[config.mk]
export PLATFORM = sky130hd
export DESIGN_NAME = glcm_ctrl
export DESIGN_NICKNAME = d
export VERILOG_FILES = /design/src/verilog/glcm_pkg.sv /design/src/verilog/glcm_ctrl.sv
export SDC_FILE = /design/constraint.sdc
export NUM_CORES = 1
export LEC_CHECK = 0
export BUFFER_PORTS_ARGS = -buffer_cell sky130_fd_sc_hd__buf_4
export CAP_MARGIN = 20
export CORE_AREA = 5 5 42 44
export CTS_BUF_LIST = sky130_fd_sc_hd__clkbuf_4 sky130_fd_sc_hd__clkbuf_8
export CTS_CLUSTER_DIAMETER = 50
export DETAILED_ROUTE_END_ITERATION = 10
export DIE_AREA = 0 0 47 49
export SLEW_MARGIN = 20
export SYNTH_ARGS = -nofsm -noshare
export SYNTH_HDL_FRONTEND = slang
export SYNTH_SLANG_ARGS = --single-unit
export TNS_END_PERCENT = 1
[constraint.sdc]
create_clock -name clk -period 1.6 [get_ports clk]
set_input_delay 0.16 -clock clk [delete_from_list [all_inputs] [get_ports clk]]
set_output_delay 0.16 -clock clk [all_outputs]
set_load 0.1 [all_outputs]
[src/verilog/glcm_pkg.sv]
/*
  Shared sizes, bin arithmetic constants and enums for the GLCM engine.
  Imported by wildcard into every block that needs them.
*/
package glcm_pkg;

  //////////////////////////////
  // image geometry
  //////////////////////////////
  localparam int IMG_DIM      = 16;
  localparam int POS_W        = 4;
  localparam int DIS_W        = 4;

  // image words, four byte lanes each
  localparam int WORD_W       = 32;
  localparam int PIX_PER_WORD = 4;
  localparam int NUM_WORDS    = 64;

  //////////////////////////////
  // gray levels and bins
  //////////////////////////////
  localparam int LEVEL_W      = 5;
  localparam int NUM_LEVELS   = 32;
  // bin = ref level * NUM_LEVELS + neighbour level
  localparam int NUM_BINS     = 1024;
  localparam int BIN_W        = 10;
  // 9 bits so that 256 hits on one bin still fit
  localparam int COUNT_W      = 9;

  // offset direction of the neighbour pixel
  typedef enum logic [1:0] {
    DIR_SELF = 2'b00,
    DIR_ROW  = 2'b01,
    DIR_COL  = 2'b10,
    DIR_DIAG = 2'b11
  } dir_t;

  // job sequencing
  typedef enum logic [2:0] {
    ST_IDLE  = 3'd0,
    ST_LOAD  = 3'd1,
    ST_SCAN  = 3'd2,
    ST_DRAIN = 3'd3,
    ST_DONE  = 3'd4
  } ctrl_state_t;

endpackage
[src/verilog/glcm_ctrl.sv]
/*
  Job FSM. Starts the count clear at job start, waits for both image load
  and clear, then runs the pair scan and the result drain.
*/
module glcm_ctrl
  import glcm_pkg::*;
(
  input  logic clk,
  input  logic rst_n,
  input  logic in_valid,
  input  logic load_done,
  input  logic clear_done,
  input  logic scan_done,
  input  logic drain_done,
  output logic busy,
  output logic done,
  output logic load_en,
  output logic clear_start,
  output logic scan_start,
  output logic drain_start
);

  ctrl_state_t state;
  ctrl_state_t state_nxt;
  logic        load_seen;
  logic        clear_seen;
  logic        load_ok;
  logic        clear_ok;

  // a pulse in the current cycle counts as seen
  assign load_ok  = load_seen | load_done;
  assign clear_ok = clear_seen | clear_done;

  //////////////////////////////
  // next state
  //////////////////////////////
  always_comb begin
    state_nxt = state;
    case (state)
      ST_IDLE:  if (in_valid) state_nxt = ST_LOAD;
      ST_LOAD:  if (load_ok && clear_ok) state_nxt = ST_SCAN;
      ST_SCAN:  if (scan_done) state_nxt = ST_DRAIN;
      ST_DRAIN: if (drain_done) state_nxt = ST_DONE;
      ST_DONE:  state_nxt = ST_IDLE;
      default:  state_nxt = ST_IDLE;
    endcase
  end

  always_ff @(posedge clk or negedge rst_n) begin
    if (!rst_n) begin
      state <= ST_IDLE;
    end else begin
      state <= state_nxt;
    end
  end

  // load and clear finish in either order
  always_ff @(posedge clk or negedge rst_n) begin
    if (!rst_n) begin
      load_seen  <= 1'b0;
      clear_seen <= 1'b0;
    end else if (state_nxt == ST_SCAN && state == ST_LOAD) begin
      load_seen  <= 1'b0;
      clear_seen <= 1'b0;
    end else if (state == ST_LOAD) begin
      load_seen  <= load_ok;
      clear_seen <= clear_ok;
    end
  end

  //////////////////////////////
  // start pulses
  //////////////////////////////
  always_ff @(posedge clk or negedge rst_n) begin
    if (!rst_n) begin
      scan_start  <= 1'b0;
      drain_start <= 1'b0;
    end else begin
      scan_start  <= (state == ST_LOAD) && (state_nxt == ST_SCAN);
      drain_start <= (state == ST_SCAN) && scan_done;
    end
  end

  // clear sweep begins right at the accepted start
  assign clear_start = (state == ST_IDLE) && in_valid;
  assign load_en     = (state == ST_LOAD);
  // busy drops together with done
  assign busy        = (state != ST_IDLE);
  assign done        = (state == ST_DONE);

endmodule

==> flow_summary.toml <==
[status]
status = "finished, final reports clean"

[floorplan]
die_h_um = 49
start_util_pct = 22.86
core_um2 = 1401
die_area_um2 = 2303
die-width_um = 47
num_io_pins = 13
num_rows = 14

[sta]
period_minus_slack_ps = 1513
setup_ws_ps = 86.55
skew_ps = 7.050
worst_pin_slew_ps = 279.9
slew_violations = 0
fmax_ghz = 0.6607
slew_headroom_pct = 81.49
period_share_pct = 94.59
hold_violations = 0
rsz0062_at_grt = "false"
finalSetupViolations = 0

[finish]
fill_cells = 150
fin_nets = 57
layout-drive-gt1-share_pct = 51.02
syn2layout_area_growth_pct = 60.94
final_cell_mix = "buf_4, dfrtp_1, nor2_1, clkbuf_4, a21oi_1"
final_cells = 65
final_common_cell = "buf_4"
n_antenna_cell = 0

[yosys]
ys_ff_latch = 7
ys_types = 16
ys_seq_area_share_pct = 54.69
synth_area_per_cell_um2 = 10.68
synth_area_leader_cell = "dfrtp_1"
yosys_warnings = 0
synthTopCellsByArea = "dfrtp_1, nor2_1, a21oi_1"
syn_area_um2 = 320.3
synthDominantCellAreaShare_pct = 54.69
netlist_instances = 30
syn-num-nets = 37

[detailed_routing]
wl_um = 659
first_pass_iters = 4
drc = 0
drt_iter0_drc = 2
drt.antenna.violating_nets = 0
via_count = 275
detail_route.vias_per_cell = 4.231
wl_per_cell_um = 10.14

[clock_network]
clk_pin_slew_ps = 50
cts.sinks = 7
worst_skew_pair.late_latency_ps = 250
numCtsBuffers = 3
htreeDepth = 1
max-clock-path-buffers = 2
cts_root_buf = "clkbuf_4"
cts_tree = "yes"

[placement]
hpwl_um = 550.6
dp_cells = 60
pre_cts_ws_ps = 295.7
port_buffers = 12
place_congestion = 0.7385

[critical_path]
max_stage_delay_ps = 400
path_buf_inv = 1
endpoint_kind = "primary output"
cpLargestDelayFamily = "simple AND/OR/NAND/NOR gates"
critPathKind = "reg2out"
cp.required_ps = 1440
cp_cell_sequence = "or3_4 > nor2_4 > buf_6"
crit_fanout = 2
cp-start-kind = "flop"
slowest_stage = "or3_4"
crit_arrival_ps = 1350

[global_routing]
grt_pass1_wl_mm = 1.131
grt_usage_pct = 6.870
overflow = 0
first_global_vias = 256
grt_start_max_net_pins = 9
antenna_found_initial = 0

[flow_run]
maxCapViolCount = 0

[hold_path]
hold_class = "in2reg"
-- per-stage QoR --
| stage | setup TNS [ps] | cell area, µm² | utilization (%) | hold slack (ps) |
|---|---|---|---|---|
| after floorplan | -741.4 | 350.3 | - | -135.6 |
| after global placement | 0 | 471.7 | 33.66 | -23.27 |
| after detailed placement | 0 | 471.7 | 33.66 | -22.68 |
| after CTS | 0 | 511.7 | 36.52 | 170.9 |
| after global routing | 0 | 515.5 | 36.79 | 166.4 |
| final | 0 | 515.5 | 36.79 | 173.4 |
-- synth_stat cells --
cell / number
o22a_1: 1
nand2b_1: 1
nor2_1: 5
nand3b_1: 1
or3_1: 1
nor3b_1: 2
nand2_1: 2
and2_2: 1
o21ai_2: 1
a2111o_1: 1
inv_1: 1
buf_6: 1
dfrtp_1: 7
o21ai_0: 1
nor3b_2: 1
a21oi_1: 3
-- state kept, by name, summed over array words and instances (netlist names) --
name,cells
state,3
load_seen,1
scan_start,1
clear_seen,1
drain_start,1
-- timing repair --
action / in CTS / in global routing
endpoints found under the hold margin: 7 / 0
endpoints found under the setup margin: 0 / 1
buffers inserted: 0 / 0
hold buffers: 1 / 0
resized for setup: 0 / 1
-- logic make-up (layout without fill, tap and decap cells) --
| logic type | count (synthesis) | count (layout) | synth area share, % |
|---|---|---|---|
| flops | 7 | 7 | 54.69 |
| compound gates | 7 | 7 | 15.23 |
| simple gates | 14 | 14 | 25.39 |
| buf+inv | 2 | 21 | 4.686 |
-- cell type report --
class	count	area [µm²]	area share, %
flip-flops and latches	7	175.2	33.98
well taps	16	20.02	3.883
clock buffers	4	30.03	5.825
inverters	1	3.754	0.7282
multi-input cells	21	160.2	31.07
repair buffers	16	126.4	24.51
-- final timing paths --
path / from / to / slack, ps / depth (start not counted)
worst max-delay path: state[2]$_DFF_PN0_ / clear_start / 90 / 3
worst min-delay path: clear_done / clear_seen$_DFFE_PN0P_ / 170 / 3
worst max register to register: load_seen$_DFFE_PN0P_ / state[0]$_DFF_PN0_ / 450 / 3
worst min register to register: clear_seen$_DFFE_PN0P_ / clear_seen$_DFFE_PN0P_ / 490 / 2
max in group asynchronous: rst_n / load_seen$_DFFE_PN0P_ / 1220 / 2
min in group asynchronous: rst_n / drain_start$_DFF_PN0_ / 260 / 2
-- metal layers --
metal	track usage, %	part of all wire, %	vias up
li1	-	-	140
met1	9.620	42	125
met2	8.824	48	8
met3	2.214	7.1	2
met4	4.147	2.1	0
met5	0	0	-
-- worst reg2reg max path: stages (launching register included) --
cell,delay [ps]
dfrtp_1,370
o22a_1,220
a2111o_1,430
o21ai_2,60
Power is not shown: default switching activity piles up to over one toggle a cycle in this logic, so the estimate is an artifact.
