$ cat src/verilog/glcm_pkg.sv
/*
  Shared sizes, bin arithmetic constants and enums for the GLCM engine.
  Imported by wildcard into every block that needs them.
*/
package glcm_pkg;

  //////////////////////////////
  // image geometry
  //////////////////////////////
  localparam int IMG_DIM      = 16;
  localparam int POS_W        = 4;
  localparam int DIS_W        = 4;

  // image words, four byte lanes each
  localparam int WORD_W       = 32;
  localparam int PIX_PER_WORD = 4;
  localparam int NUM_WORDS    = 64;

  //////////////////////////////
  // gray levels and bins
  //////////////////////////////
  localparam int LEVEL_W      = 5;
  localparam int NUM_LEVELS   = 32;
  // bin = ref level * NUM_LEVELS + neighbour level
  localparam int NUM_BINS     = 1024;
  localparam int BIN_W        = 10;
  // 9 bits so that 256 hits on one bin still fit
  localparam int COUNT_W      = 9;

  // offset direction of the neighbour pixel
  typedef enum logic [1:0] {
    DIR_SELF = 2'b00,
    DIR_ROW  = 2'b01,
    DIR_COL  = 2'b10,
    DIR_DIAG = 2'b11
  } dir_t;

  // job sequencing
  typedef enum logic [2:0] {
    ST_IDLE  = 3'd0,
    ST_LOAD  = 3'd1,
    ST_SCAN  = 3'd2,
    ST_DRAIN = 3'd3,
    ST_DONE  = 3'd4
  } ctrl_state_t;

endpackage
$ cat src/verilog/pixel_store.sv
/*
  Register file for the 16x16 image. Words are unpacked four pixels at a
  time in raster order; two combinational read ports feed the pair scanner.
*/
module pixel_store
  import glcm_pkg::*;
(
  input  logic                 clk,
  input  logic                 rst_n,
  input  logic                 load_en,
  input  logic                 pix_valid,
  input  logic [WORD_W-1:0]    pix_word,
  input  logic [POS_W-1:0]     ref_row,
  input  logic [POS_W-1:0]     ref_col,
  input  logic [POS_W-1:0]     nbr_row,
  input  logic [POS_W-1:0]     nbr_col,
  output logic [LEVEL_W-1:0]   ref_level,
  output logic [LEVEL_W-1:0]   nbr_level,
  output logic                 load_done
);

  // one cell per pixel, index is row*16 + col
  logic [LEVEL_W-1:0]           cells [IMG_DIM*IMG_DIM];
  logic [$clog2(NUM_WORDS)-1:0] word_cnt;
  logic                         word_acc;

  // words only count while the job is loading
  assign word_acc = load_en && pix_valid;

  // word counter wraps to zero after the 64th word
  always_ff @(posedge clk or negedge rst_n) begin
    if (!rst_n) begin
      word_cnt  <= '0;
      load_done <= 1'b0;
    end else begin
      load_done <= word_acc && (word_cnt == '1);
      if (word_acc) begin
        word_cnt <= word_cnt + 1'b1;
      end
    end
  end

  // unpack lanes, pixel sits in the low bits of each byte
  always_ff @(posedge clk) begin
    if (word_acc) begin
      for (int k = 0; k < PIX_PER_WORD; k++) begin
        cells[word_cnt*PIX_PER_WORD + k] <=
          pix_word[k*(WORD_W/PIX_PER_WORD) +: LEVEL_W];
      end
    end
  end

  // raster index is just {row, col}
  assign ref_level = cells[{ref_row, ref_col}];
  assign nbr_level = cells[{nbr_row, nbr_col}];

endmodule

$ cat config.mk
export PLATFORM = sky130hd
export DESIGN_NAME = pixel_store
export DESIGN_NICKNAME = d
export VERILOG_FILES = /design/src/verilog/glcm_pkg.sv /design/src/verilog/pixel_store.sv
export SDC_FILE = /design/constraint.sdc
export NUM_CORES = 1
export LEC_CHECK = 0
export ABC_CLOCK_PERIOD_IN_PS = 4100
export BUFFER_PORTS_ARGS = -buffer_cell sky130_fd_sc_hd__buf_2
export CAP_MARGIN = 25
export CORE_AREA = 2 2 391 393
export CTS_BUF_LIST = sky130_fd_sc_hd__clkbuf_16
export CTS_CLUSTER_SIZE = 20
export DETAILED_ROUTE_END_ITERATION = 12
export DIE_AREA = 0 0 393 395
export PLACE_DENSITY_LB_ADDON = 0.15
export SLEW_MARGIN = 20
export SYNTH_ARGS = -nofsm -noshare
export SYNTH_HDL_FRONTEND = slang
export SYNTH_SLANG_ARGS = --single-unit
$ cat constraint.sdc
create_clock -name clk -period 4.1 [get_ports clk]
set_input_delay 0 -clock clk [delete_from_list [all_inputs] [get_ports clk]]
set_output_delay 0 -clock clk [all_outputs]
set_load 0.02 [all_outputs]
==> results.txt, run 1 <==
Final hold viol count: 0
Worst reg2reg startpoint: word_cnt[1]
Final setup vio count: 0
NumNets Final: 3421
Initial DRT Pass Iterations: 6
Number of global-route vias before repair: 36700
CP endpoint kind: primary output
Core Util, Final: 45.3%
Drt total wl: 188000 um
DR top layer: met5
Hold Path Class: in2reg
Met2 wire length: 93100 um
Max-slew violations: 0
Die footprint: 155000 um^2
Initial Utilization: 39.7%
R2R Setup Slk: 1.19 ns
Post-route DRC: 0
CP startpoint kind: flip-flop
Distinct cell type count after synthesis: 51
Setup Fix Bufs, Post-CTS: 0
Initial antenna violation count: 9
Die Width: 393 um
Clk_lat worst skew: 0.76 ns
Clock skew: 0.0179 ns
Port Buffer Count: 50
Post-synthesis register bit count: 1287
Post-place setup slack: 0.549 ns
Peak supply drop: 0.000379 V
Global-route wire length before repair: 268000 um
PnR worst setup slack: 0.0615 ns
Clock Sink Count: 1287
Fin Setup TNS: 0 ns
WL met3: 13600 um
Crit Path Max Fanout: 2
Core Rows: 143
Worst path required time: 4.10 ns
Syn Area/Cell: 18.7 um^2
Period utilization: 98.5%
Largest cells by area after synthesis: edfxtp_1 64%, mux4_2 20%, mux2i_1 5.4%, o221ai_1 1.7%, o22ai_1 0.93%
Tot Pwr: 30500 uW
TritonCTS buffer count: 146
Mapped cell area: 60000 um^2
Min Tclk post-route: 4.04 ns
Max-cap viol count: 0
Crit. Startpoint: cells[19][3]
Area grow syn2layout: 14.3%
Clock transition at path regs: 0.06 ns
Arrival @ worst endpoint: 4.04 ns
CTS tree: done
Core area: 151000 um^2
Async SR Flop Fraction: 0.544%
Yosys top cell by area: edfxtp_1
WHS: 0.269 ns
DRT iter0 DRCs: 3813
Post-Syn Nets: 3271
Sequential fraction of the synthesis area: 64.4%
Ys flop type: edfxtp_1
Pwr dens: 445 nW/um^2
H-tree Lvls: 4
Mapped Cells: 3215
Worst R2R Path Depth: 5
Total congestion overflow: 0
Max Root-Sink Buffers: 3
Chip height: 395 um
IO Count: 63
CP Class: reg2out
Largest net degree at the start of global routing: 80
DR WL/cell: 34.2 um
Total Routing Usage GR: 24.3%
Worst slew pin tran: 1.10 ns
Top cell type's share of synthesized area: 64.1%
Cell depth of the worst hold path: 2
HP Start: pix_word[28]
Post-DP HPWL: 113000 um
Leak pwr: 0.0221 uW
Synth warnings: 0
Vias per Instance: 6.37
Max frequency: 0.248 GHz
Outcome: finished clean
Number of synthesized flops with an enable pin: 1280
Post-route ant nets: 0
Unrepaired setup endpoints after global routing: no
Clock root cell: clkbuf_16
Via count: 35100
Slew margin rel.: 24.6%
Met1 WL: 75500 um
Share of cells above drive strength 1: 29.3%
Gpl congestion: 0.840
## placed cells by master, fill, tap and decap left out, types with 10 or more instances in the layout
cell type	n
a211oi_1	35
a21oi_1	92
a22oi_1	64
buf_12	28
buf_2	23
buf_4	149
buf_8	14
bufinv_16	10
clkbuf_16	152
clkinv_1	30
clkinv_2	13
dlygate4sd3_1	24
edfxtp_1	1280
inv_1	43
mux2_2	20
mux2i_1	324
mux4_2	523
nand2_1	90
nand2b_1	11
nand3_1	31
nor2_1	60
nor2_2	24
nor2_4	24
nor2b_1	13
nor3_1	32
o21ai_0	32
o221ai_1	116
o22ai_1	89
## logic make-up after synthesis
group / Yosys count / synth area share (%)
buffers and inverters: 253 / 2.06
flip-flops: 1287 / 64.4
XOR/XNOR: 5 / 0.0730
AO/OA/AOI/OAI: 474 / 5.55
adder cells (fa/ha/maj): 4 / 0.0834
AND/OR/NAND/NOR: 325 / 2.43
multiplexers: 867 / 25.4
## critical path: stages (launching register included)
cell      delay, ns
edfxtp_1       0.39
mux4_2         0.47
mux2_2         0.29
a221oi_1       0.48
o31ai_1        0.27
nor3_1         0.37
buf_4          0.17
a21oi_1        0.12
or3_1          0.51
buf_2          0.21
## repair_timing
action | in CTS | in global routing
endpoints found under the hold margin | 671 | 0
gates resized for setup | 1 | 1
endpoints found under the setup margin | 1 | 1
hold buffers | 24 | 0
pin swaps | 0 | 0
## metrics by stage
step / area (um^2) / cells
CTS: 68300 / 5494
detailed placement: 63500 / 5214
global route: 68600 / 5503
floorplan: 60000 / 3215
finish: 68600 / 5506
global placement: 63300 / 5201
## cell usage after synthesis (all sizes together) (5+ instances only)
master and number:
a2111oi 8, a211o 6, a211oi 35, a21oi 92, a221oi 7, a22oi 64, and2 8, buf 139
clkbuf 108, dfrtp 7, edfxtp 1280, inv 5, mux2 20, mux2i 324, mux4 523, nand2 94
nand2b 13, nand3 31, nor2 108, nor2b 15, nor3 33, o21ai 32, o221ai 116, o22ai 89
or3 6
## metal layers
layer,track usage [%],up-vias
li1,-,14200
met1,32.7,19000
met2,40.2,1596
met3,4.06,326
met4,7.73,4
met5,0,-
## layout make-up
type	instances	area, um^2
flip-flops and latches	1287	38600
clock buffers	152	3800
well taps	2030	2540
multi-input cells	1675	20400
diodes	3	7.51
clock inverters	104	767
repair buffers	249	2390
inverters	6	25.0
fillers	12700	82600
## worst paths after layout
check | to
setup / recovery | nbr_level[3]
hold / removal | cells[231][4]
setup reg to reg | cells[214][2]
hold reg to reg | word_cnt[5]
max in group asynchronous | load_done
min in group asynchronous | word_cnt[1]
## power breakdown
part	internal [uW]	leakage (uW)	total [uW]	switching, uW
registers	14700	0.0116	14800	133
clock network	7300	0.00238	12600	5270
logic	1090	0.00809	3120	2030
total	23100	0.0221	30500	7430
## registers in the layout, indices dropped and copies added (netlist names)
signal	flops
cells	1280
word_cnt	6
load_done	1
(Power assumes the default switching activity.)
==> run 2, diff against run 1 <==
--- a/config.mk
+++ b/config.mk
@@ -6,7 +6,7 @@
 export NUM_CORES = 1
 export LEC_CHECK = 0
 export ABC_CLOCK_PERIOD_IN_PS = 4100
-export BUFFER_PORTS_ARGS = -buffer_cell sky130_fd_sc_hd__buf_2
+export BUFFER_PORTS_ARGS = -buffer_cell sky130_fd_sc_hd__buf_4
 export CAP_MARGIN = 25
 export CORE_AREA = 2 2 391 393
 export CTS_BUF_LIST = sky130_fd_sc_hd__clkbuf_16
==> run 2 against run 1 <==
  * Total power up 0.13%
  * Count of clock-buffer cells in the layout up 2
  * Final cell count up 0.22%
  * Largest cell class unchanged
  * Global-route usage about the same
  * Critical path depth unchanged
  * Clock power about the same
  * Sequential cell count unchanged
  * Sequential power about the same
  * Critical endpoint unchanged
  * Routed wire length down 0.50%
  * Combinational power about the same
  * Fmax up 2.2%
  * Clock skew up 0.028 ns
==> results.txt, run 2 (synthesis gave the netlist of run 1 again) <==
Outcome: finished clean
Total Routing Usage GR: 24.3% (about the same)
Setup Fix Bufs, Post-CTS: 0 (unchanged)
Crit Path Max Fanout: 2 (unchanged)
Post-route DRC: 0 (unchanged)
Max-slew violations: 0 (unchanged)
TritonCTS buffer count: 143 (-2.1%)
Die footprint: 155000 um^2 (unchanged)
Total congestion overflow: 0 (unchanged)
Hold Path Class: in2async
DRT iter0 DRCs: 3898 (+2.2%)
IO Count: 63 (unchanged)
Share of cells above drive strength 1: 29.7% (+0.46 points)
Placed insts: 5224 (+0.19%)
Final setup vio count: 0 (unchanged)
# fillers: 12800 (+1.1%)
Min Tclk post-route: 3.95 ns (-0.0870 ns)
Unrepaired setup endpoints after global routing: no
Core area: 151000 um^2 (unchanged)
Multi-input combinational cell area: 20400 um^2 (about the same)
Largest net degree at the start of global routing: 65 (-19%)
CP endpoint kind: primary output
Die Width: 393 um (unchanged)
Clk_lat worst skew: 0.79 ns (+0.03 ns)
Placed cell area: 63600 um^2 (+0.21%)
Max-cap viol count: 0 (unchanged)
Clock root cell: clkbuf_16
Max Root-Sink Buffers: 3 (unchanged)
Period utilization: 96.4% (-2.1 points)
Register Area: 38600 um^2 (unchanged)
Port Buffer Count: 50 (unchanged)
Slew margin rel.: 26.2% (+1.5 points)
Drt total wl: 187000 um (-0.50%)
Post-route cell area: 68700 um^2 (+0.26%)
Number of global-route vias before repair: 36900 (+0.44%)
Commonest non-fill, non-tap cells in the layout: 1280 x edfxtp_1, 523 x mux4_2, 324 x mux2i_1
Clock skew: 0.0462 ns (+0.0283 ns)
Clock Sink Count: 1287 (unchanged)
Largest register FFs: 1280 (unchanged)
Worst path required time: 4.10 ns (about the same)
Gpl congestion: 0.829 (-1.2%)
Post-place setup slack: 0.455 ns (-0.0944 ns)
Initial antenna violation count: 4 (-5)
CP Class: reg2out
Vias per Instance: 6.33 (-0.68%)
NumNets Final: 3431 (+0.29%)
Max frequency: 0.253 GHz (+2.2%)
Top Registers: cells: 1280 flops, word_cnt: 6 flops, load_done: 1 flops
Non-Filler Instances: 5518 (+0.22%)
Post-DP HPWL: 112000 um (-0.82%)
PnR worst setup slack: 0.148 ns (+0.0870 ns)
Peak supply drop: 0.000468 V (+24%)
Arrival @ worst endpoint: 3.95 ns (-0.09 ns)
Area grow syn2layout: 14.6%
Biggest register: cells
Fin Setup TNS: 0 ns (unchanged)
Global-route wire length before repair: 267000 um (-0.34%)
H-tree Lvls: 4 (unchanged)
Chip height: 395 um (unchanged)
Tot Pwr: 30600 uW (+0.13%)
Via count: 34900 (-0.46%)
Final hold viol count: 0 (unchanged)
Leak pwr: 0.0221 uW (+0.25%)
CP startpoint kind: flip-flop
Post-route ant nets: 0 (unchanged)
CTS tree: done
Initial DRT Pass Iterations: 7 (+1)
Initial Utilization: 39.7% (unchanged)
Core Rows: 143 (unchanged)
DR WL/cell: 33.9 um (-0.72%)
Most common cell after layout, fill and taps aside: edfxtp_1
Pwr dens: 445 nW/um^2 (-0.14%)
Clock transition at path regs: 0.06 ns (about the same)
Worst slew pin tran: 1.10 ns (+0.00156 ns)
==> run 2: cell types whose count changed in the layout (fill, tap and decap cells not counted), moves of 3 or more <==
| cell | previous run | this run |
|---|---|---|
| buf_2 | 23 | 0 |
| buf_4 | 149 | 184 |
| inv_1 | 43 | 35 |
| buf_8 | 14 | 9 |
| buf_12 | 28 | 31 |
| clkinv_2 | 13 | 20 |
==> run 2: worst max-delay path, cell delays in order (launching register included) <==
cell	delay (ns)
edfxtp_1	0.38
mux4_2	0.47
mux2_2	0.28
a221oi_1	0.44
o31ai_1	0.25
nor3_2	0.41
a21oi_2	0.17
buf_4	0.18
or3_1	0.41
buf_4	0.19
==> run 2: through the flow <==
step           hold slack, ns  util (%)
2_1_floorplan          -0.296         -
3_3_place_gp           -0.174      42.0
3_5_place_dp           -0.168      42.1
4_1_cts                 0.209      45.3
5_1_grt                 0.249      45.5
6_report                0.240      45.5
==> run 2: cell type report <==
| cell class | count | area share (%) |
|---|---|---|
| flip-flops and latches | 1287 | 56.2 |
| multi-input cells | 1675 | 29.7 |
| clock buffers | 154 | 5.61 |
| repair buffers | 262 | 3.77 |
| well taps | 2030 | 3.69 |
| clock inverters | 99 | 1.01 |
| inverters | 6 | 0.0364 |
| diodes | 5 | 0.0182 |
==> run 2: power breakdown <==
| part | total [uW] | internal, uW | switching (uW) |
|---|---|---|---|
| Combinational | 3140 | 1110 | 2030 |
| Sequential | 14800 | 14700 | 135 |
| Clock | 12600 | 7340 | 5250 |
==> run 2: path summary, 6_finish.rpt <==
path | from | endpoint | slack [ns] | depth (start not counted)
max | cells[22][3] | nbr_level[3] | 0.15 | 9
min | rst_n | word_cnt[2] | 0.24 | 3
max reg2reg | word_cnt[3] | cells[110][1] | 1.36 | 4
min reg2reg | word_cnt[1] | word_cnt[1] | 0.66 | 2
max in group asynchronous | rst_n | load_done | 3.52 | 3
min in group clk | pix_word[0] | cells[120][0] | 0.25 | 2
==> run 2: what timing repair did <==
action	4_1_cts	5_1_grt
hold buffers	24	0
endpoints found under the setup margin	1	2
pin swaps	0	0
gates resized for setup	1	2
gates cloned	0	0
endpoints found under the hold margin	795	0
==> run 2: per-layer routing <==
metal	part of all wire [%]	GRT usage, %
met1	41	32.8
met3	7.3	4.24
met4	3.2	8.16
met2	49	39.8
met5	0.0069	0
