--- src/verilog/glcm_pkg.sv ---
/*
  Shared sizes, bin arithmetic constants and enums for the GLCM engine.
  Imported by wildcard into every block that needs them.
*/
package glcm_pkg;

  //////////////////////////////
  // image geometry
  //////////////////////////////
  localparam int IMG_DIM      = 16;
  localparam int POS_W        = 4;
  localparam int DIS_W        = 4;

  // image words, four byte lanes each
  localparam int WORD_W       = 32;
  localparam int PIX_PER_WORD = 4;
  localparam int NUM_WORDS    = 64;

  //////////////////////////////
  // gray levels and bins
  //////////////////////////////
  localparam int LEVEL_W      = 5;
  localparam int NUM_LEVELS   = 32;
  // bin = ref level * NUM_LEVELS + neighbour level
  localparam int NUM_BINS     = 1024;
  localparam int BIN_W        = 10;
  // 9 bits so that 256 hits on one bin still fit
  localparam int COUNT_W      = 9;

  // offset direction of the neighbour pixel
  typedef enum logic [1:0] {
    DIR_SELF = 2'b00,
    DIR_ROW  = 2'b01,
    DIR_COL  = 2'b10,
    DIR_DIAG = 2'b11
  } dir_t;

  // job sequencing
  typedef enum logic [2:0] {
    ST_IDLE  = 3'd0,
    ST_LOAD  = 3'd1,
    ST_SCAN  = 3'd2,
    ST_DRAIN = 3'd3,
    ST_DONE  = 3'd4
  } ctrl_state_t;

endpackage
--- src/verilog/pair_scanner.sv ---
/*
  Walks all 256 pixel positions, one per cycle, and forms the neighbour
  at the job's offset. Emits a bin index for each in-range pair.
*/
module pair_scanner
  import glcm_pkg::*;
(
  input  logic                 clk,
  input  logic                 rst_n,
  input  logic                 in_valid,
  input  dir_t                 in_dir,
  input  logic [DIS_W-1:0]     in_dis,
  input  logic                 scan_start,
  input  logic [LEVEL_W-1:0]   ref_level,
  input  logic [LEVEL_W-1:0]   nbr_level,
  output logic [POS_W-1:0]     ref_row,
  output logic [POS_W-1:0]     ref_col,
  output logic [POS_W-1:0]     nbr_row,
  output logic [POS_W-1:0]     nbr_col,
  output logic                 pair_valid,
  output logic [BIN_W-1:0]     pair_bin,
  output logic                 scan_done
);

  dir_t               dir_q;
  logic [DIS_W-1:0]   dis_q;
  logic               scanning;
  logic [2*POS_W-1:0] pos;
  logic               row_step;
  logic               col_step;
  logic [POS_W:0]     nbr_r_ext;
  logic [POS_W:0]     nbr_c_ext;
  logic               in_range;

  // job config, held for the whole job
  always_ff @(posedge clk or negedge rst_n) begin
    if (!rst_n) begin
      dir_q <= DIR_SELF;
      dis_q <= '0;
    end else if (in_valid) begin
      dir_q <= in_dir;
      dis_q <= in_dis;
    end
  end

  assign row_step = (dir_q == DIR_ROW) || (dir_q == DIR_DIAG);
  assign col_step = (dir_q == DIR_COL) || (dir_q == DIR_DIAG);

  // position counter is raster order {row, col}
  assign ref_row = pos[2*POS_W-1:POS_W];
  assign ref_col = pos[POS_W-1:0];

  // extra top bit catches a step past the image edge
  assign nbr_r_ext = {1'b0, ref_row} + (row_step ? {1'b0, dis_q} : '0);
  assign nbr_c_ext = {1'b0, ref_col} + (col_step ? {1'b0, dis_q} : '0);
  assign in_range  = (nbr_r_ext < IMG_DIM) && (nbr_c_ext < IMG_DIM);
  assign nbr_row   = nbr_r_ext[POS_W-1:0];
  assign nbr_col   = nbr_c_ext[POS_W-1:0];

  always_ff @(posedge clk or negedge rst_n) begin
    if (!rst_n) begin
      scanning   <= 1'b0;
      pos        <= '0;
      pair_valid <= 1'b0;
      scan_done  <= 1'b0;
    end else begin
      pair_valid <= scanning && in_range;
      scan_done  <= scanning && (pos == '1);
      if (scan_start) begin
        scanning <= 1'b1;
        pos      <= '0;
      end else if (scanning) begin
        pos <= pos + 1'b1;
        // last position reached
        if (pos == '1) scanning <= 1'b0;
      end
    end
  end

  // bin = ref * 32 + nbr
  always_ff @(posedge clk) begin
    pair_bin <= BIN_W'(ref_level) * BIN_W'(NUM_LEVELS) + BIN_W'(nbr_level);
  end

endmodule

--- config.mk ---
export PLATFORM = sky130hd
export DESIGN_NAME = pair_scanner
export DESIGN_NICKNAME = d
export VERILOG_FILES = /design/src/verilog/glcm_pkg.sv /design/src/verilog/pair_scanner.sv
export SDC_FILE = /design/constraint.sdc
export NUM_CORES = 1
export LEC_CHECK = 0
export ABC_AREA = 1
export BUFFER_PORTS_ARGS = -buffer_cell sky130_fd_sc_hd__buf_2
export CORE_ASPECT_RATIO = 0.6
export CORE_MARGIN = 5
export CORE_UTILIZATION = 49
export DETAILED_ROUTE_END_ITERATION = 6
export PLACE_DENSITY_LB_ADDON = 0.15
export SETUP_SLACK_MARGIN = 0.15
export SLEW_MARGIN = 10
export SYNTH_ARGS = -nofsm -noshare
export SYNTH_HDL_FRONTEND = slang
export SYNTH_SLANG_ARGS = --single-unit
--- constraint.sdc ---
create_clock -name clk -period 3.2 [get_ports clk]
set_input_delay 0.32 -clock clk [delete_from_list [all_inputs] [get_ports clk]]
set_output_delay 0.32 -clock clk [all_outputs]
set_load 0.03 [all_outputs]
==> reports/qor.yml, run 1 <==
die:
  design.core.area_um2: 2520
  num_ports: 48
  die_x_um: 76.3
  placement_rows: 14
  initial_utilization: 0.512
  die-area_um2: 3800
  die_height_um: 49.8
setup_path:
  worstSetupEndpoint: "nbr_row[2]"
  worst-endpoint-arrival_ns: 1.84
  timing.critical_path.cells: "nand2_1 -> inv_1 -> ha_1 -> inv_1 -> fa_1 -> xnor2_1 -> buf_2"
  startpoint: "dir_q[0]"
  worst-r2r-cell-count: 7
  data_required_critical_path_ns: 2.88
  crit_fanout: 5
  cp_common_cell: "sky130_fd_sc_hd__inv_1"
  critPathSlowestCell: "sky130_fd_sc_hd__dfrtp_1"
  criticalPathCategory: "reg -> out"
  worst_setup_path_end_kind: "primary output"
  crit_path_max_incr_delay_ns: 0.42
  timing.reg2reg.setup_slack_ns: 1.53
  timing.critical_path.from_type: "register"
  reg2reg_from: "dir_q[0]"
  crit-reg2reg-capture: "pair_valid"
clocking:
  clk_pin_slew_worst_paths_ns: 0.09
  cts_post_setup_buffers_inserted: 0
  numClockSinks: 27
  number_of_cts_inserted_buffers: 3
  cts_tree: "done"
  clkLatencyLatePin_ns: 0.27
  cts_htree_levels: 1
  max-clock-path-buffers: 2
  cts_root_buffer: "sky130_fd_sc_hd__clkbuf_8"
cells_and_area:
  layout_common_cells: "sky130_fd_sc_hd__buf_2 (47), sky130_fd_sc_hd__nand2_1 (29), sky130_fd_sc_hd__inv_1 (18), sky130_fd_sc_hd__dfrtp_1 (17), sky130_fd_sc_hd__nor2_1 (11)"
  antenna_diode_count: 0
  final_cells: 217
  layout-drive-gt1-share: 0.351
  layout.cells.most_common: "sky130_fd_sc_hd__buf_2"
  area_growth_syn_to_layout_pct: 24.4
  finish.instance_area_um2: 1610
  final_net_count: 217
  finish.utilization: 0.637
timing:
  hold_slack_ns: 0.143
  post-route-min-period_ns: 2.16
  period_share: 0.675
  worst-slew-pin-transition_ns: 0.385
  setup_tns_final_ns: 0
  max_freq_mhz: 463
  skew_ns: 0.00346
  rsz_0062_raised_after_global_routing: "no"
  finalSetupViolCount: 0
  timing.final.max_slew_violations: 0
  relSlewSlack: 0.743
  post-route-worst-setup-slack_ns: 1.04
  final_hold_viol_count: 0
logic_synthesis:
  yosysTopAreaCellShare: 0.329
  ys_warn_count: 0
  ys_ff_latch: 27
  post_synth_instance_area_um2: 1290
  syn_avg_cell_area_um2: 9.57
  synthesized_nets: 166
  synth_cells: 135
  ys_types: 24
  post_synth_main_area_contributors: "sky130_fd_sc_hd__dfrtp_1 (33%), sky130_fd_sc_hd__dfxtp_1 (15%), sky130_fd_sc_hd__ha_1 (8.7%), sky130_fd_sc_hd__nand2_1 (8.4%), sky130_fd_sc_hd__inv_1 (5.2%)"
  netlist.top_cell.by_area: "sky130_fd_sc_hd__dfrtp_1"
  synth-seq-area-share: 0.484
global_routing:
  overflow: 0
  antenna_found_initial: 0
  grt_first_pass_wirelength_mm: 4.54
  number_of_global_route_vias_before_repair: 968
  total_global_routing_track_utilization: 0.149
  grt_start_max_net_pins: 18
drt:
  route.detailed.drc: 0
  detailedRoute.firstIterationViolations: 42
  routed_via_density: 4.79
  detailedRoute.firstPassIterationCount: 4
  detailroute.via_count: 1039
  ant_nets: 0
  routed_wirelength_mm: 2.77
  avgRoutedWirePerCell_um: 12.8
power_and_ir_drop:
  comb_power_share: 0.217
  switching_power_total_mw: 0.220
  clockPowerShare: 0.265
  power.internal_mw: 0.497
  worst_vdd_drop_uv: 283
  power_density_normalized_to_cell_area_nw_per_um2: 446
  finalPower_mw: 0.718
  power.share.switching: 0.307
  seq_power_share: 0.517
  p_leak_nw: 0.931
outcome:
  outcome: "finished, final reports clean"
placed_design:
  dpl_worst_slack_ns: 1.37
  placed_cell_area_um2: 1550
  post-place-cells: 212
  dp_hpwl_mm: 2.32
  gpl.final_weighted_congestion: 0.775
  port_buffers: 47
run:
  max_cap_violations: 0
worst_hold_path:
  hold_path.class: "in -> reg"
cells by family after synthesis:
| logic type | Yosys count | synth area share |
|---|---|---|
| buffers and inverters | 22 | 0.0726 |
| adder cells (fa/ha/maj) | 11 | 0.118 |
| AO/OA/AOI/OAI | 10 | 0.0436 |
| XOR/XNOR | 5 | 0.0339 |
| flip-flops | 27 | 0.484 |
| AND/OR/NAND/NOR | 54 | 0.196 |
| multiplexers | 6 | 0.0523 |
worst min-delay path by stage:
| stage | depth (start not counted) | slack, ns | start | endpoint |
|---|---|---|---|---|
| after global routing | 1 | 0.13 | ref_level[1] | pair_bin[6] |
| final | 1 | 0.14 | ref_level[3] | pair_bin[8] |
| after CTS | 1 | 0.13 | ref_level[3] | pair_bin[8] |
| after detailed placement | 1 | 0.26 | rst_n | pos[0] |
| after floorplan | 0 | 0.02 | rst_n | dir_q[0] |
| after global placement | 1 | 0.26 | rst_n | pos[2] |
what timing repair did:
action,4_1_cts,5_1_grt
gates resized for setup,0,0
hold buffers,1,0
hold endpoints to repair,17,0
flip-flops by register name, indices dropped and copies added, names as in the netlist:
| signal | count |
|---|---|
| pos | 8 |
| dis_q | 4 |
| scan_done | 1 |
| pair_valid | 1 |
| scanning | 1 |
| dir_q | 2 |
| pair_bin | 10 |
critical path, delay by kind of cell (launching register included):
family                   cells  cell delay (ns)
adder cells (fa/ha/maj)      2             0.56
flip-flops                   1             0.42
buffers and inverters        3             0.33
XOR/XNOR                     1             0.19
AND/OR/NAND/NOR              1             0.07
cell usage after synthesis:
cell type	instances
sky130_fd_sc_hd__xor2_1	2
sky130_fd_sc_hd__buf_2	1
sky130_fd_sc_hd__o21ai_0	2
sky130_fd_sc_hd__o21bai_2	1
sky130_fd_sc_hd__a21oi_1	7
sky130_fd_sc_hd__buf_6	1
sky130_fd_sc_hd__dfxtp_1	10
sky130_fd_sc_hd__xnor2_1	3
sky130_fd_sc_hd__nor3b_2	1
sky130_fd_sc_hd__nand4_1	1
sky130_fd_sc_hd__nor2_4	2
sky130_fd_sc_hd__dfrtp_1	17
sky130_fd_sc_hd__nand3_2	1
sky130_fd_sc_hd__mux2_2	6
sky130_fd_sc_hd__inv_1	18
sky130_fd_sc_hd__fa_1	2
sky130_fd_sc_hd__nand3_1	7
sky130_fd_sc_hd__inv_2	1
sky130_fd_sc_hd__nor3_1	1
sky130_fd_sc_hd__nor2_1	11
sky130_fd_sc_hd__nand2_1	29
sky130_fd_sc_hd__ha_1	9
sky130_fd_sc_hd__inv_4	1
sky130_fd_sc_hd__nand2_4	1
power groups by stage:
stage                     clock [mW]  combinational (mW)  sequential, mW
after detailed placement           0               0.157           0.379
after floorplan                    0              0.0858           0.395
after global routing           0.212               0.170           0.374
after global placement             0               0.152           0.377
after CTS                      0.199               0.158           0.371
final                          0.190               0.156           0.371
layer usage:
metal	GRT usage	routed length, um
met1	0.204	1320
met5	0	0
met4	0.0262	12
met2	0.236	1280
met3	0.0455	156
final cells by class:
class                      count  area, um2
sequential                    27        626
clock inverter                 1       5.00
multi-input combinational     86        573
fill                         232        915
inverter                      20       77.6
timing repair buffer          48        245
clock buffer                   3       41.3
tap                           32       40.0
Note: power is estimated with default switching activity, not from simulation.
==> run 2, diff against run 1 <==
CORE_UTILIZATION = 48   (was 49)
clock period = 2.2 ns   (was 3.2 ns; I/O delays follow)
==> reports/qor.yml, run 2 (synthesized netlist as in run 1, its figures left out) <==
power_and_ir_drop:
  power_density_normalized_to_cell_area_nw_per_um2: 644  # was 446 nW/um2
  finalPower_mw: 1.05  # was 0.718 mW
  worst_vdd_drop_uv: 387  # was 283 uV
  p_leak_nw: 0.937  # was 0.931 nW
setup_path:
  worst_setup_path_end_kind: "primary output"  # unchanged
  criticalPathCategory: "reg -> out"  # unchanged
  startpoint: "dir_q[0]"  # unchanged
  timing.critical_path.from_type: "register"  # unchanged
  data_required_critical_path_ns: 1.98  # was 2.88 ns
  reg2reg_from: "dir_q[0]"  # unchanged
  crit_fanout: 5  # unchanged
  worst-endpoint-arrival_ns: 1.73  # was 1.84 ns
clocking:
  cts_htree_levels: 1  # unchanged
  number_of_cts_inserted_buffers: 3  # unchanged
  clkLatencyLatePin_ns: 0.27  # about the same
  cts_tree: "done"  # unchanged
  clk_pin_slew_worst_paths_ns: 0.09  # about the same
  max-clock-path-buffers: 2  # unchanged
  numClockSinks: 27  # unchanged
  cts_root_buffer: "sky130_fd_sc_hd__clkbuf_8"  # unchanged
drt:
  detailedRoute.firstPassIterationCount: 4  # unchanged
  routed_via_density: 4.80  # was 4.79
  routed_wirelength_mm: 2.65  # was 2.77 mm
  detailroute.via_count: 1046  # was 1039
  route.detailed.drc: 0  # unchanged
  avgRoutedWirePerCell_um: 12.1  # was 12.8 um
  detailedRoute.firstIterationViolations: 36  # was 42
  ant_nets: 0  # unchanged
run:
  max_cap_violations: 0  # unchanged
cells_and_area:
  final_cells: 218  # was 217
  biggestRegsByFlops: "pair_bin: 10 flops, pos: 8 flops, dis_q: 4 flops"  # unchanged
  final_net_count: 218  # was 217
  largest_register_ffs: 10  # unchanged
  antenna_diode_count: 0  # unchanged
  layout_common_cells: "sky130_fd_sc_hd__buf_2 (44), sky130_fd_sc_hd__nand2_1 (29), sky130_fd_sc_hd__inv_1 (18), sky130_fd_sc_hd__dfrtp_1 (16), sky130_fd_sc_hd__nor2_1 (11)"  # was sky130_fd_sc_hd__buf_2 (47), sky130_fd_sc_hd__nand2_1 (29), sky130_fd_sc_hd__inv_1 (18), sky130_fd_sc_hd__dfrtp_1 (17), sky130_fd_sc_hd__nor2_1 (11)
  finish.utilization: 0.642  # was 0.637
  register_with_the_most_flip_flops: "pair_bin"  # unchanged
  area_growth_syn_to_layout_pct: 26.1  # was 24.4%
  layout.cells.most_common: "sky130_fd_sc_hd__buf_2"  # unchanged
  layout-drive-gt1-share: 0.371  # was 0.351
timing:
  worst-slew-pin-transition_ns: 0.379  # was 0.385 ns
  max_freq_mhz: 512
  post-route-worst-setup-slack_ns: 0.249  # was 1.04 ns
  timing.final.max_slew_violations: 0  # unchanged
  rsz_0062_raised_after_global_routing: "yes"  # was no
  period_share: 0.887
  post-route-min-period_ns: 1.95
  skew_ns: 0.00357  # was 0.00346 ns
  final_hold_viol_count: 0  # unchanged
  setup_tns_final_ns: 0  # unchanged
  finalSetupViolCount: 0  # unchanged
  relSlewSlack: 0.747  # was 0.743
die:
  die_height_um: 50.2  # was 49.8 um
  num_ports: 48  # unchanged
  placement_rows: 14  # unchanged
  initial_utilization: 0.509  # was 0.512
  design.core.area_um2: 2540  # was 2520 um2
  die-area_um2: 3860  # was 3800 um2
  die_x_um: 77.0  # was 76.3 um
global_routing:
  overflow: 0  # unchanged
  grt_start_max_net_pins: 18  # unchanged
  grt_first_pass_wirelength_mm: 4.42  # was 4.54 mm
  antenna_found_initial: 0  # unchanged
  total_global_routing_track_utilization: 0.143  # was 0.149
  number_of_global_route_vias_before_repair: 990  # was 968
placed_design:
  gpl.final_weighted_congestion: 0.836  # was 0.775
  dp_hpwl_mm: 2.19  # was 2.32 mm
  dpl_worst_slack_ns: 0.496  # was 1.37 ns
  post-place-cells: 212  # unchanged
  port_buffers: 47  # unchanged
worst_hold_path:
  hold_path.class: "in -> reg"  # unchanged
  holdCritStartpoint: "ref_level[1]"  # was ref_level[3]
outcome:
  outcome: "finished, final reports clean"  # unchanged
run 2: cell types whose count changed in the layout (fill, tap and decap cells not counted), sizes merged:
cell,change
clkbuf,+1
run 2: area by class of cell:
type	count	area (um2)
Clock buffer	3	41.3
Sequential cell	27	627
Multi-Input combinational cell	86	579
Timing Repair Buffer	49	260
Inverter	20	77.6
Fill cell	217	910
Clock inverter	1	5.00
Tap cell	32	40.0
run 2: power breakdown:
part / total [mW] / switching (mW) / internal, mW
Clock: 0.279 / 0.152 / 0.127
Combinational: 0.232 / 0.148 / 0.0842
Sequential: 0.539 / 0.0198 / 0.519
Total: 1.05 / 0.320 / 0.730
run 2: path summary, 6_finish.rpt:
check                                   end  slack (ns)  depth (start not counted)
worst max register to register   pair_valid        0.69                          7
worst max-delay path             nbr_row[1]        0.25                          7
worst min register to register     dis_q[0]        0.56                          1
max in group asynchronous            pos[0]        1.52                          2
min in group asynchronous            pos[1]        0.39                          2
worst min-delay path            pair_bin[6]        0.04                          1
run 2: critical path, cell delays in order, from the launching register on:
cell and delay, ns:
sky130_fd_sc_hd__dfrtp_1 0.42, sky130_fd_sc_hd__nand2_1 0.07, sky130_fd_sc_hd__inv_1 0.04, sky130_fd_sc_hd__ha_1 0.18, sky130_fd_sc_hd__inv_1 0.07, sky130_fd_sc_hd__fa_2 0.43, sky130_fd_sc_hd__inv_1 0.07, sky130_fd_sc_hd__buf_2 0.19
run 2: through the flow:
stage	instance area, um2	hold slack, ns
floorplan	1290	-0.0756
CTS	1610	0.0369
detailed placement	1550	0.164
finish	1630	0.0419
global route	1630	0.0226
global placement	1550	0.163
run 2: what timing repair did:
| item | in CTS | in global routing |
|---|---|---|
| hold endpoints to repair | 17 | 0 |
| setup buffers | 0 | 1 |
| gates resized for setup | 0 | 8 |
| hold buffers | 1 | 0 |
| endpoints found under the setup margin | 0 | 4 |
run 2: routing by layer:
layer,track usage,share of wire,wire [um],up-vias
li1,-,-,-,529
met1,0.200,0.48,1280,481
met2,0.213,0.45,1180,36
met3,0.0482,0.070,184,0
met4,0.0371,0,0,0
met5,0,0,0,-
